<file path="config.mk">
export PLATFORM = sky130hd
export DESIGN_NAME = gpio_top
export DESIGN_NICKNAME = d
export VERILOG_FILES = /design/src/hw/gpio_pkg.sv /design/src/hw/gpio_in_sync.sv /design/src/hw/gpio_irq_detect.sv /design/src/hw/gpio_apb_regs.sv /design/src/hw/gpio_top.sv
export SDC_FILE = /design/constraint.sdc
export NUM_CORES = 1
export LEC_CHECK = 0
export BUFFER_PORTS_ARGS = -buffer_cell sky130_fd_sc_hd__buf_2
export CORE_MARGIN = 5
export CORE_UTILIZATION = 47
export CTS_CLUSTER_DIAMETER = 50
export CTS_CLUSTER_SIZE = 25
export DETAILED_ROUTE_END_ITERATION = 16
export HOLD_SLACK_MARGIN = 0.08
export PLACE_DENSITY = 0.79
export SLEW_MARGIN = 20
export SYNTH_ARGS = -nofsm -noshare
export SYNTH_HDL_FRONTEND = slang
export SYNTH_SLANG_ARGS = --single-unit
</file>
<file path="constraint.sdc">
create_clock -name HCLK -period 2.55 [get_ports HCLK]
set_input_delay 0.51 -clock HCLK [delete_from_list [all_inputs] [get_ports HCLK]]
set_output_delay 0.51 -clock HCLK [all_outputs]
set_load 0.01 [all_outputs]
</file>
<file path="src/hw/gpio_pkg.sv">
`default_nettype none

package gpio_pkg;

  localparam int unsigned NUM_GPIO  = 32;
  localparam int unsigned PIN_IDX_W = 5;

  // register offsets
  localparam logic [11:0] REG_SETGPIO = 12'h000;
  localparam logic [11:0] REG_CLRGPIO = 12'h004;
  localparam logic [11:0] REG_TOGGPIO = 12'h008;
  localparam logic [11:0] REG_PIN0    = 12'h010;
  localparam logic [11:0] REG_PIN1    = 12'h014;
  localparam logic [11:0] REG_PIN2    = 12'h018;
  localparam logic [11:0] REG_PIN3    = 12'h01C;
  localparam logic [11:0] REG_OUT0    = 12'h020;
  localparam logic [11:0] REG_OUT1    = 12'h024;
  localparam logic [11:0] REG_OUT2    = 12'h028;
  localparam logic [11:0] REG_OUT3    = 12'h02C;
  localparam logic [11:0] REG_SETSEL  = 12'h030;
  localparam logic [11:0] REG_RDSTAT  = 12'h034;
  localparam logic [11:0] REG_SETDIR  = 12'h038;
  localparam logic [11:0] REG_SETINT  = 12'h03C;

  // field positions, shared by writes and RDSTAT
  localparam int unsigned DIR_LSB     = 24;
  localparam int unsigned INTTYPE_LSB = 17;
  localparam int unsigned INTEN_BIT   = 16;
  localparam int unsigned IN_BIT      = 12;
  localparam int unsigned OUT_BIT     = 8;

  typedef logic [NUM_GPIO-1:0]  gpio_vec_t;
  typedef logic [PIN_IDX_W-1:0] pin_idx_t;
  typedef logic [11:0]          apb_addr_t;
  typedef logic [31:0]          apb_data_t;
  typedef logic [1:0]           dir_mode_t;   // [0] output enable, [1] open drain
  typedef logic [2:0]           irq_type_t;   // [0] fall, [1] rise, [2] level high

  typedef struct packed {
    apb_addr_t paddr;
    apb_data_t pwdata;
    logic      pwrite;
    logic      psel;
    logic      penable;
  } apb_req_t;

  typedef struct packed {
    apb_data_t prdata;
    logic      pready;
    logic      pslverr;
  } apb_rsp_t;

  typedef struct packed {
    gpio_vec_t level;
    gpio_vec_t rise;
    gpio_vec_t fall;
  } pin_state_t;

  typedef struct packed {
    gpio_vec_t                  inten;
    irq_type_t [NUM_GPIO-1:0]   inttype;
  } irq_cfg_t;

endpackage

`default_nettype wire

</file>
<file path="src/hw/gpio_in_sync.sv">
`timescale 1ns/1ps
`default_nettype none

module gpio_in_sync (
  input  logic                 HCLK,
  input  logic                 HRESETn,
  input  gpio_pkg::gpio_vec_t  gpio_in,
  output gpio_pkg::pin_state_t pins
);

  import gpio_pkg::*;

  gpio_vec_t  sync0_q;   // first stage, may go metastable
  gpio_vec_t  sync1_q;
  pin_state_t state_q;

  always_ff @(posedge HCLK or negedge HRESETn) begin
    if (!HRESETn) begin
      sync0_q <= '0;
      sync1_q <= '0;
    end else begin
      sync0_q <= gpio_in;
      sync1_q <= sync0_q;
    end
  end

  // held level plus edge pulses, all updated on the same edge
  always_ff @(posedge HCLK or negedge HRESETn) begin
    if (!HRESETn) begin
      state_q <= '0;
    end else begin
      state_q.level <= sync1_q;
      state_q.rise  <= sync1_q & ~state_q.level;   // low to high
      state_q.fall  <= ~sync1_q & state_q.level;   // high to low
    end
  end

  // pulses line up with the first cycle of the new level
  assign pins = state_q;

endmodule

`default_nettype wire

</file>
<file path="src/hw/gpio_irq_detect.sv">
`timescale 1ns/1ps
`default_nettype none

module gpio_irq_detect (
  input  gpio_pkg::pin_state_t pins,
  input  gpio_pkg::irq_cfg_t   cfg,
  output gpio_pkg::gpio_vec_t  interrupt
);

  import gpio_pkg::*;

  gpio_vec_t edge_hit;
  gpio_vec_t level_hit;
  irq_type_t pin_type;

  always_comb begin
    edge_hit  = '0;
    level_hit = '0;
    pin_type  = '0;
    for (int i = 0; i < NUM_GPIO; i++) begin
      pin_type = cfg.inttype[i];
      edge_hit[i] = (pin_type[0] & pins.fall[i]) |   // falling edge
                    (pin_type[1] & pins.rise[i]);    // rising edge
      // level mode only when no edge bit is set
      if (pin_type[1:0] == 2'b00) begin
        level_hit[i] = ~(pins.level[i] ^ pin_type[2]);
      end
    end
  end

  assign interrupt = cfg.inten & (edge_hit | level_hit);

endmodule

`default_nettype wire

</file>
<file path="src/hw/gpio_apb_regs.sv">
`timescale 1ns/1ps
`default_nettype none

module gpio_apb_regs (
  input  logic                 HCLK,
  input  logic                 HRESETn,
  input  gpio_pkg::apb_req_t   req,
  output gpio_pkg::apb_rsp_t   rsp,
  input  gpio_pkg::pin_state_t pins,
  output gpio_pkg::irq_cfg_t   cfg,
  output gpio_pkg::gpio_vec_t  gpio_out,
  output gpio_pkg::gpio_vec_t  gpio_dir
);

  import gpio_pkg::*;

  gpio_vec_t                 out_q;
  dir_mode_t [NUM_GPIO-1:0]  dir_q;
  irq_cfg_t                  cfg_q;
  pin_idx_t                  sel_q;

  logic      access;
  logic      wr_en;
  logic      rd_ok;
  logic      wr_ok;
  pin_idx_t  wr_idx;
  apb_data_t rd_data;
  apb_data_t stat_word;

  assign access = req.psel & req.penable;
  assign wr_idx = pin_idx_t'(req.pwdata[PIN_IDX_W-1:0]);

  // status word for the selected pin
  always_comb begin
    stat_word = '0;
    stat_word[DIR_LSB +: $bits(dir_mode_t)]     = dir_q[sel_q];
    stat_word[INTTYPE_LSB +: $bits(irq_type_t)] = cfg_q.inttype[sel_q];
    stat_word[INTEN_BIT]                        = cfg_q.inten[sel_q];
    stat_word[IN_BIT]                           = pins.level[sel_q];
    stat_word[OUT_BIT]                          = out_q[sel_q];
    stat_word[PIN_IDX_W-1:0]                    = sel_q;
  end

  // address decode and read mux
  always_comb begin
    rd_data = '0;
    rd_ok   = 1'b0;
    wr_ok   = 1'b0;
    case (req.paddr)
      REG_SETGPIO, REG_CLRGPIO, REG_TOGGPIO: begin
        wr_ok = 1'b1;
      end
      REG_SETSEL, REG_SETDIR, REG_SETINT: begin
        wr_ok = 1'b1;
      end
      REG_OUT0: begin
        wr_ok   = 1'b1;
        rd_ok   = 1'b1;
        rd_data = out_q;
      end
      REG_OUT1, REG_OUT2, REG_OUT3: begin   // no pins behind these
        wr_ok = 1'b1;
        rd_ok = 1'b1;
      end
      REG_PIN0: begin
        rd_ok   = 1'b1;
        rd_data = pins.level;
      end
      REG_PIN1, REG_PIN2, REG_PIN3: begin
        rd_ok = 1'b1;
      end
      REG_RDSTAT: begin
        rd_ok   = 1'b1;
        rd_data = stat_word;
      end
      default: begin
        rd_ok = 1'b0;   // unmapped
        wr_ok = 1'b0;
      end
    endcase
  end

  assign wr_en = access & req.pwrite & wr_ok;

  always_comb begin
    rsp.pready  = 1'b1;   // zero wait states
    rsp.prdata  = '0;
    rsp.pslverr = 1'b0;
    if (access) begin
      if (req.pwrite) begin
        rsp.pslverr = ~wr_ok;
      end else begin
        rsp.pslverr = ~rd_ok;
        rsp.prdata  = rd_data;   // zero unless the read maps
      end
    end
  end

  // configuration registers
  always_ff @(posedge HCLK or negedge HRESETn) begin
    if (!HRESETn) begin
      out_q <= '0;
      dir_q <= '0;
      cfg_q <= '0;
      sel_q <= '0;
    end else if (wr_en) begin
      case (req.paddr)
        REG_SETGPIO: begin
          out_q[wr_idx] <= 1'b1;
          sel_q         <= wr_idx;
        end
        REG_CLRGPIO: begin
          out_q[wr_idx] <= 1'b0;
          sel_q         <= wr_idx;
        end
        REG_TOGGPIO: begin
          out_q[wr_idx] <= ~out_q[wr_idx];
          sel_q         <= wr_idx;
        end
        REG_OUT0: begin
          out_q <= req.pwdata;
        end
        REG_SETSEL: begin
          sel_q <= wr_idx;
        end
        REG_SETDIR: begin
          dir_q[wr_idx] <= req.pwdata[DIR_LSB +: $bits(dir_mode_t)];
          sel_q         <= wr_idx;
        end
        REG_SETINT: begin
          cfg_q.inttype[wr_idx] <= req.pwdata[INTTYPE_LSB +: $bits(irq_type_t)];
          cfg_q.inten[wr_idx]   <= req.pwdata[INTEN_BIT];
          sel_q                 <= wr_idx;
        end
        default: begin
          sel_q <= sel_q;   // OUT1-OUT3 writes store nothing
        end
      endcase
    end
  end

  assign cfg = cfg_q;

  // pad drive
  always_comb begin
    gpio_out = '0;
    gpio_dir = '0;
    for (int i = 0; i < NUM_GPIO; i++) begin
      gpio_out[i] = out_q[i] & dir_q[i][0];
      // open drain drives only the low level
      gpio_dir[i] = dir_q[i][1] ? ~out_q[i] : dir_q[i][0];
    end
  end

endmodule

`default_nettype wire

</file>
<file path="src/hw/gpio_top.sv">
`timescale 1ns/1ps
`default_nettype none

module gpio_top (
  input  logic                HCLK,
  input  logic                HRESETn,
  input  gpio_pkg::apb_addr_t PADDR,
  input  gpio_pkg::apb_data_t PWDATA,
  input  logic                PWRITE,
  input  logic                PSEL,
  input  logic                PENABLE,
  output gpio_pkg::apb_data_t PRDATA,
  output logic                PREADY,
  output logic                PSLVERR,
  input  gpio_pkg::gpio_vec_t gpio_in,
  output gpio_pkg::gpio_vec_t gpio_in_sync,
  output gpio_pkg::gpio_vec_t gpio_out,
  output gpio_pkg::gpio_vec_t gpio_dir,
  output gpio_pkg::gpio_vec_t interrupt
);

  import gpio_pkg::*;

  apb_req_t   apb_req;
  apb_rsp_t   apb_rsp;
  pin_state_t pin_state;
  irq_cfg_t   irq_cfg;

  assign apb_req.paddr   = PADDR;
  assign apb_req.pwdata  = PWDATA;
  assign apb_req.pwrite  = PWRITE;
  assign apb_req.psel    = PSEL;
  assign apb_req.penable = PENABLE;

  assign PRDATA  = apb_rsp.prdata;
  assign PREADY  = apb_rsp.pready;
  assign PSLVERR = apb_rsp.pslverr;

  assign gpio_in_sync = pin_state.level;   // filtered level

  gpio_in_sync u_in_sync (
    .HCLK    (HCLK),
    .HRESETn (HRESETn),
    .gpio_in (gpio_in),
    .pins    (pin_state)
  );

  gpio_irq_detect u_irq_detect (
    .pins      (pin_state),
    .cfg       (irq_cfg),
    .interrupt (interrupt)
  );

  gpio_apb_regs u_apb_regs (
    .HCLK     (HCLK),
    .HRESETn  (HRESETn),
    .req      (apb_req),
    .rsp      (apb_rsp),
    .pins     (pin_state),
    .cfg      (irq_cfg),
    .gpio_out (gpio_out),
    .gpio_dir (gpio_dir)
  );

endmodule

`default_nettype wire

</file>
# After elaboration in Yosys (flattened, before gate mapping)
# Index checks and enable logic that the tools add are counted.
op_classes:
  n_reduce_logical: 42
  n_bitwise: 239
  n_lt_le_gt_ge: 3
  n_eq_ne: 14
  muxes: 94
ops:
  columns: ["operator", "count"]
  rows:
  - ["$and A32 B32 Y32", 4]
  - ["$pmux W32 S4", 1]
  - ["$and A1 B1 Y1", 99]
  - ["$bwmux W96", 1]
  - ["$eq A12 B6 Y1 const B", 8]
  - ["$not A32 Y32", 3]
  - ["$pmux W32 S3", 1]
  - ["$mux W1", 73]
  - ["$not A1 Y1", 67]
  - ["$bwmux W32", 2]
  - ["$bwmux W64", 1]
  - ["$logic_not A2 Y1", 32]
  - ["$mux W32", 2]
  - ["$or A32 B32 Y32", 2]
  - ["$eq A12 B5 Y1 const B", 4]
  - ["$or A1 B1 Y1", 32]
  - ["$xor A1 B1 Y1", 32]
  - ["$bmux W1 S5", 4]
  - ["$bmux W3 S5", 1]
  - ["$demux W3 S5", 1]
  - ["$eq A12 B3 Y1 const B", 1]
  - ["$eq A12 B4 Y1 const B", 1]
  - ["$logic_not A12 Y1", 1]
  - ["$lt A5 B6 Y1 const B", 2]
  - ["12 further kinds", 17]
word_totals:
  output_inout_bits: 162
  in_bits: 81
  register_bits: 389

# Logic depth before layout (Yosys ltp)
logic_depth:
  ltp_word: 7
  mapped_depth: 8

# Modules after synthesis
# From an unflattened synthesis, not the netlist that was laid out.
unflattened:
  cells_unflattened: 1549
  hier_area_um2: 19273.5
modules_own_cells:
  columns: ["mod", "cells_per_inst", "area_per_inst_um2", "instances"]
  rows:
  - ["gpio_apb_regs", 1196, 13621.8, 1]
  - ["gpio_in_sync", 224, 4564.4, 1]
  - ["gpio_irq_detect", 129, 1087.3, 1]

# Worst setup path before layout
# No wires, ideal clock.
synth_timing:
  path_type: "input to output"
  startpoint: "input PADDR[9]"
  endpoint: "output PRDATA[25]"
  required_time_ns: 2.040
  path_buffers: 2
  arrival_time_ns: 2.244
  stages: 6
  setup_slack_ns: -0.204
  path_cell_list: "or4_4 > nor4_4 > buf_6 > buf_6 > a22oi_1 > o22ai_1"
synth_between:
  elab_chain_len: 4
  word_cells_on_any_way: 6
  cone_classes: "eq/ne (3); mux (3)"
synth_rtl:
  columns: ["item", "line_no", "source"]
  rows:
  - ["start: declaration", "gpio_top.sv:7", "input gpio_pkg::apb_addr_t PADDR,"]
  - ["$eq A12 B6 Y1 / $eq A12 B5 Y1 (equally long branches)", "gpio_apb_regs.sv:49", "case (req.paddr)"]
  - ["$pmux W32 S3 (*)", "gpio_apb_regs.sv:49", null]
  - ["$mux W32 (*)", "gpio_apb_regs.sv:90", "if (req.pwrite) begin"]
  - ["$mux W32 (*)", "gpio_apb_regs.sv:89", "if (access) begin"]
  - ["end: declaration", "gpio_top.sv:12", "output gpio_pkg::apb_data_t PRDATA,"]
# Mark *: on every way between the ends. The rest lies on a longest branch, timed or not.

# Worst setup path in the final report
layout_timing:
  startpoint: "register u_apb_regs.sel_q[1]"
  endpoint: "output PRDATA[25]"
layout_between:
  elab_chain_len: 5
layout_rtl:
  columns: ["item", "line_no", "source"]
  rows:
  - ["start: declaration", "gpio_apb_regs.sv:20", "pin_idx_t sel_q;"]
  - ["start signal: assignment", "gpio_apb_regs.sv:110", "sel_q <= wr_idx;"]
  - ["start signal: assignment", "gpio_apb_regs.sv:114", "sel_q <= wr_idx;"]
  - ["start signal: assignment", "gpio_apb_regs.sv:118", "sel_q <= wr_idx;"]
  - ["$bmux W2 S5", "gpio_apb_regs.sv:36", "stat_word[DIR_LSB +: $bits(dir_mode_t)] = dir_q[sel_q];"]
  - ["$mux W2 (not written as such)", "gpio_apb_regs.sv:36", null]
  - ["$pmux W32 S3", "gpio_apb_regs.sv:49", null]
  - ["$mux W32", "gpio_apb_regs.sv:90", null]
  - ["$mux W32", "gpio_apb_regs.sv:89", null]
# No other way between the ends. The select of a mux whose other input is x is not followed.

==> flow_summary.toml <==
[sta]
grt_setup_unrepaired = "true"
max_freq_mhz = 306
worstMarginPinSlew_ns = 0.672
relSlewSlack = 0.552
fin_skew_ns = 0.0233
drv_slew = 0
period_needed_ns = 3.27
finalWorstSetupSlack_ns = -0.722
finalSetupViolCount = 32
hold_viol_final = 0
fin_crit_sh = 1.28

[grt]
grt_pass1_wl_mm = 106
grt_pass1_vias = 17300
grt_max_degree = 69
grt_use_total = 0.290
overflow = 0
antenna_found_initial = 3

[drt]
wl_mm = 69.5
via_count = 16700
first_pass_iters = 7
wire_per_inst_um = 26.2
dr.max_layer_used = "met5"
wl_met2_mm = 31.6
postRouteAntennaNets = 0
wl_met1_mm = 27.4
vias_per_cell = 6.32
drt_iter0_markers = 1877
drc = 0
route.met3.wl_mm = 7.39

[worst_setup_path]
r2r_end = "u_apb_regs.out_q[31]"
r2r-start = "u_apb_regs.out_q[4]"
reg2reg_depth = 7
critical_path_arrival_ns = 2.76
crit_fanout = 6
cpMaxStageDelayCell = "mux4_2"
critPathCaptureType = "output pin"
cp-start-kind = "flip-flop"
worstPathCellList = "mux4_2 > mux4_2 > mux2i_2 > buf_4 > o22ai_4 > buf_6"
critPathKind = "reg2out"
crit_top_cell = "mux4_2"
required_ns = 2.04
critPathMaxStageDelay_ns = 0.59
rrSetupSlack_ns = 0.54

[floorplanning]
num_io_pins = 243
die_area_um2 = 46900
num_rows = 75
die_x_um = 217
start_util = 0.476
core_area_um2 = 42100
fp.dieH_um = 217

[logic_synthesis]
synth_area_leaders = "dfrtp_1, mux2_2, mux4_2"
ys_seq_area_frac = 0.485
syn_nets = 1747
avgSynthCellArea_um2 = 12.1
syn_area_um2 = 20100
synth-async-reset-ratio = 1.00
ys_ff_latch = 389
ys_types = 58
syn_inst = 1666
synth_edf_count = 0
ys.flop_type = "dfrtp_1"
netlist.area_leader.share = 0.485
synth_warnings = 0
yosys.area.top_type = "dfrtp_1"

[place]
pre_cts_ws_ns = -0.412
dp_hpwl_mm = 49.9
port_buffers = 241
dp_cells = 2505
gp_congestion = 0.946

[power]
power_density_nw_per_um2 = 525
combPwrFrac = 0.066
vdd.ir_drop.worst_uv = 453
intPower_mw = 10.1
leakagePower_nw = 11.8
power.switching_mw = 3.41
power_switching_share = 0.252
power.share.clock = 0.461
seqPwrFrac = 0.474

[clocking]
clock-root-buffer = "clkbuf_16"
clk_latency_ns = 0.56
cts_num_sinks = 389
cts_buffer_depth = 3
cts_tree = "done"
numCtsBuffers = 40
path_clk_slew_ns = 0.07
ctsHtreeMaxLevel = 2

[finish]
seq_area_um2 = 9740
mostFrequentLayoutCells = "dfrtp_1, buf_2, buf_4"
multi_input_area_um2 = 9900
area_delta_synth_final_pct = 28.1
layout.cells.non_filler = 2649
nNetsFinal = 2159
drive_gt1_frac = 0.425
final_common_cell = "dfrtp_1"
fillers = 3162

[outcome]
outcome = "finished, violations left"
violations = "setup timing"

[worst_hold_path]
hold_path_end = "u_in_sync.sync1_q[27]"
hold_start = "u_in_sync.sync0_q[27]"
worstHoldPathCells = 0
hold_path_class = "reg2reg"

[run]
max_cap_viol_count = 0
[power groups by stage]
stage               Sequential [mW]  Clock (mW)  Combinational, mW
floorplan                      6.47           0              0.359
global placement               6.50           0              0.793
detailed placement             6.50           0              0.814
CTS                            6.39        6.25              0.873
global route                   6.40        6.54              0.949
finish                         6.39        6.21              0.888
[area by class of cell]
class,instances,area share
antenna,2,0.000195
clock buffer,46,0.0418
clock inverter,26,0.0118
inverter,7,0.00102
multi-input combinational,1123,0.385
sequential,389,0.379
tap,539,0.0262
timing repair buffer,517,0.155
[cell families (layout without fill, tap and decap cells)]
group / after synthesis / count (layout) / synth area share
flops: 389 / 389 / 0.485
simple gates: 482 / 482 / 0.143
fa+ha+maj: 1 / 1 / 0.000561
mux: 296 / 296 / 0.200
other cells: 1 / 3 / 0.000187
xor+xnor: 34 / 34 / 0.0148
compound gates: 309 / 309 / 0.116
buf+inv: 154 / 596 / 0.0399
[synthesized netlist by cell type (8+ instances only)]
master,n
dfrtp_1,389
mux2_2,172
nor2b_1,99
clkbuf_1,81
nand2_1,79
nor2_1,69
mux4_2,65
a21oi_1,59
nor3_1,49
and2_1,46
buf_4,36
nor3b_1,35
nor4_1,35
mux2i_1,33
a21boi_0,32
a221oi_1,32
a311o_1,32
a32o_1,32
o31ai_1,32
xor2_1,32
nor2_4,30
a22oi_1,28
mux2_1,26
buf_2,19
o22ai_1,18
o21ai_0,12
o221ai_1,11
a211oi_1,8
[state kept, by name (all words and copies together), names as in the netlist]
name               count
u_apb_regs.cfg       128
u_in_sync.pins        96
u_apb_regs.dir_q      64
u_apb_regs.out_q      32
u_in_sync.sync0_q     32
u_in_sync.sync1_q     32
u_apb_regs.sel_q       5
[worst max-delay path: cells and delay by family (launching register included)]
family          cells  cell delay (ns)
compound gates      1             0.09
mux                 3             1.29
flops               1             0.51
buf+inv             2             0.33
[worst max path at each step]
| stage | start | endpoint | cells after the start |
|---|---|---|---|
| 6_report | u_apb_regs.sel_q[1] | PRDATA[25] | 6 |
| 5_1_grt | u_apb_regs.sel_q[1] | PRDATA[25] | 6 |
| 4_1_cts | u_apb_regs.sel_q[1] | PRDATA[25] | 6 |
| 3_5_place_dp | PADDR[10] | PRDATA[18] | 8 |
| 3_3_place_gp | PADDR[10] | PRDATA[18] | 8 |
| 2_1_floorplan | PADDR[0] | PRDATA[25] | 6 |
[per-stage QoR]
step | TNS [ns] | total power [mW] | util | cell area [µm²] | hold WS (ns)
floorplan | -2.70 | 6.83 | - | 20200 | 0.214
global placement | -25.28 | 7.29 | 0.553 | 23300 | 0.334
detailed placement | -35.99 | 7.32 | 0.553 | 23300 | 0.335
CTS | -12.62 | 13.5 | 0.608 | 25600 | 0.338
global route | -14.26 | 13.9 | 0.610 | 25700 | 0.350
finish | -11.62 | 13.5 | 0.610 | 25700 | 0.338
[repair_timing]
item,4_1_cts,5_1_grt
hold buffers,33,0
setup buffers,26,14
setup endpoints to repair,32,34
resized for setup,58,25
pin swaps,26,25
gates cloned,6,0
hold endpoints to repair,84,0
[metal layers]
layer  up-vias  GRT usage
met4         2      0.111
met5         -          0
li1       7037          -
met1      8461      0.396
met3       195     0.0755
met2      1035      0.451
Power figures use the tool's default switching activity.
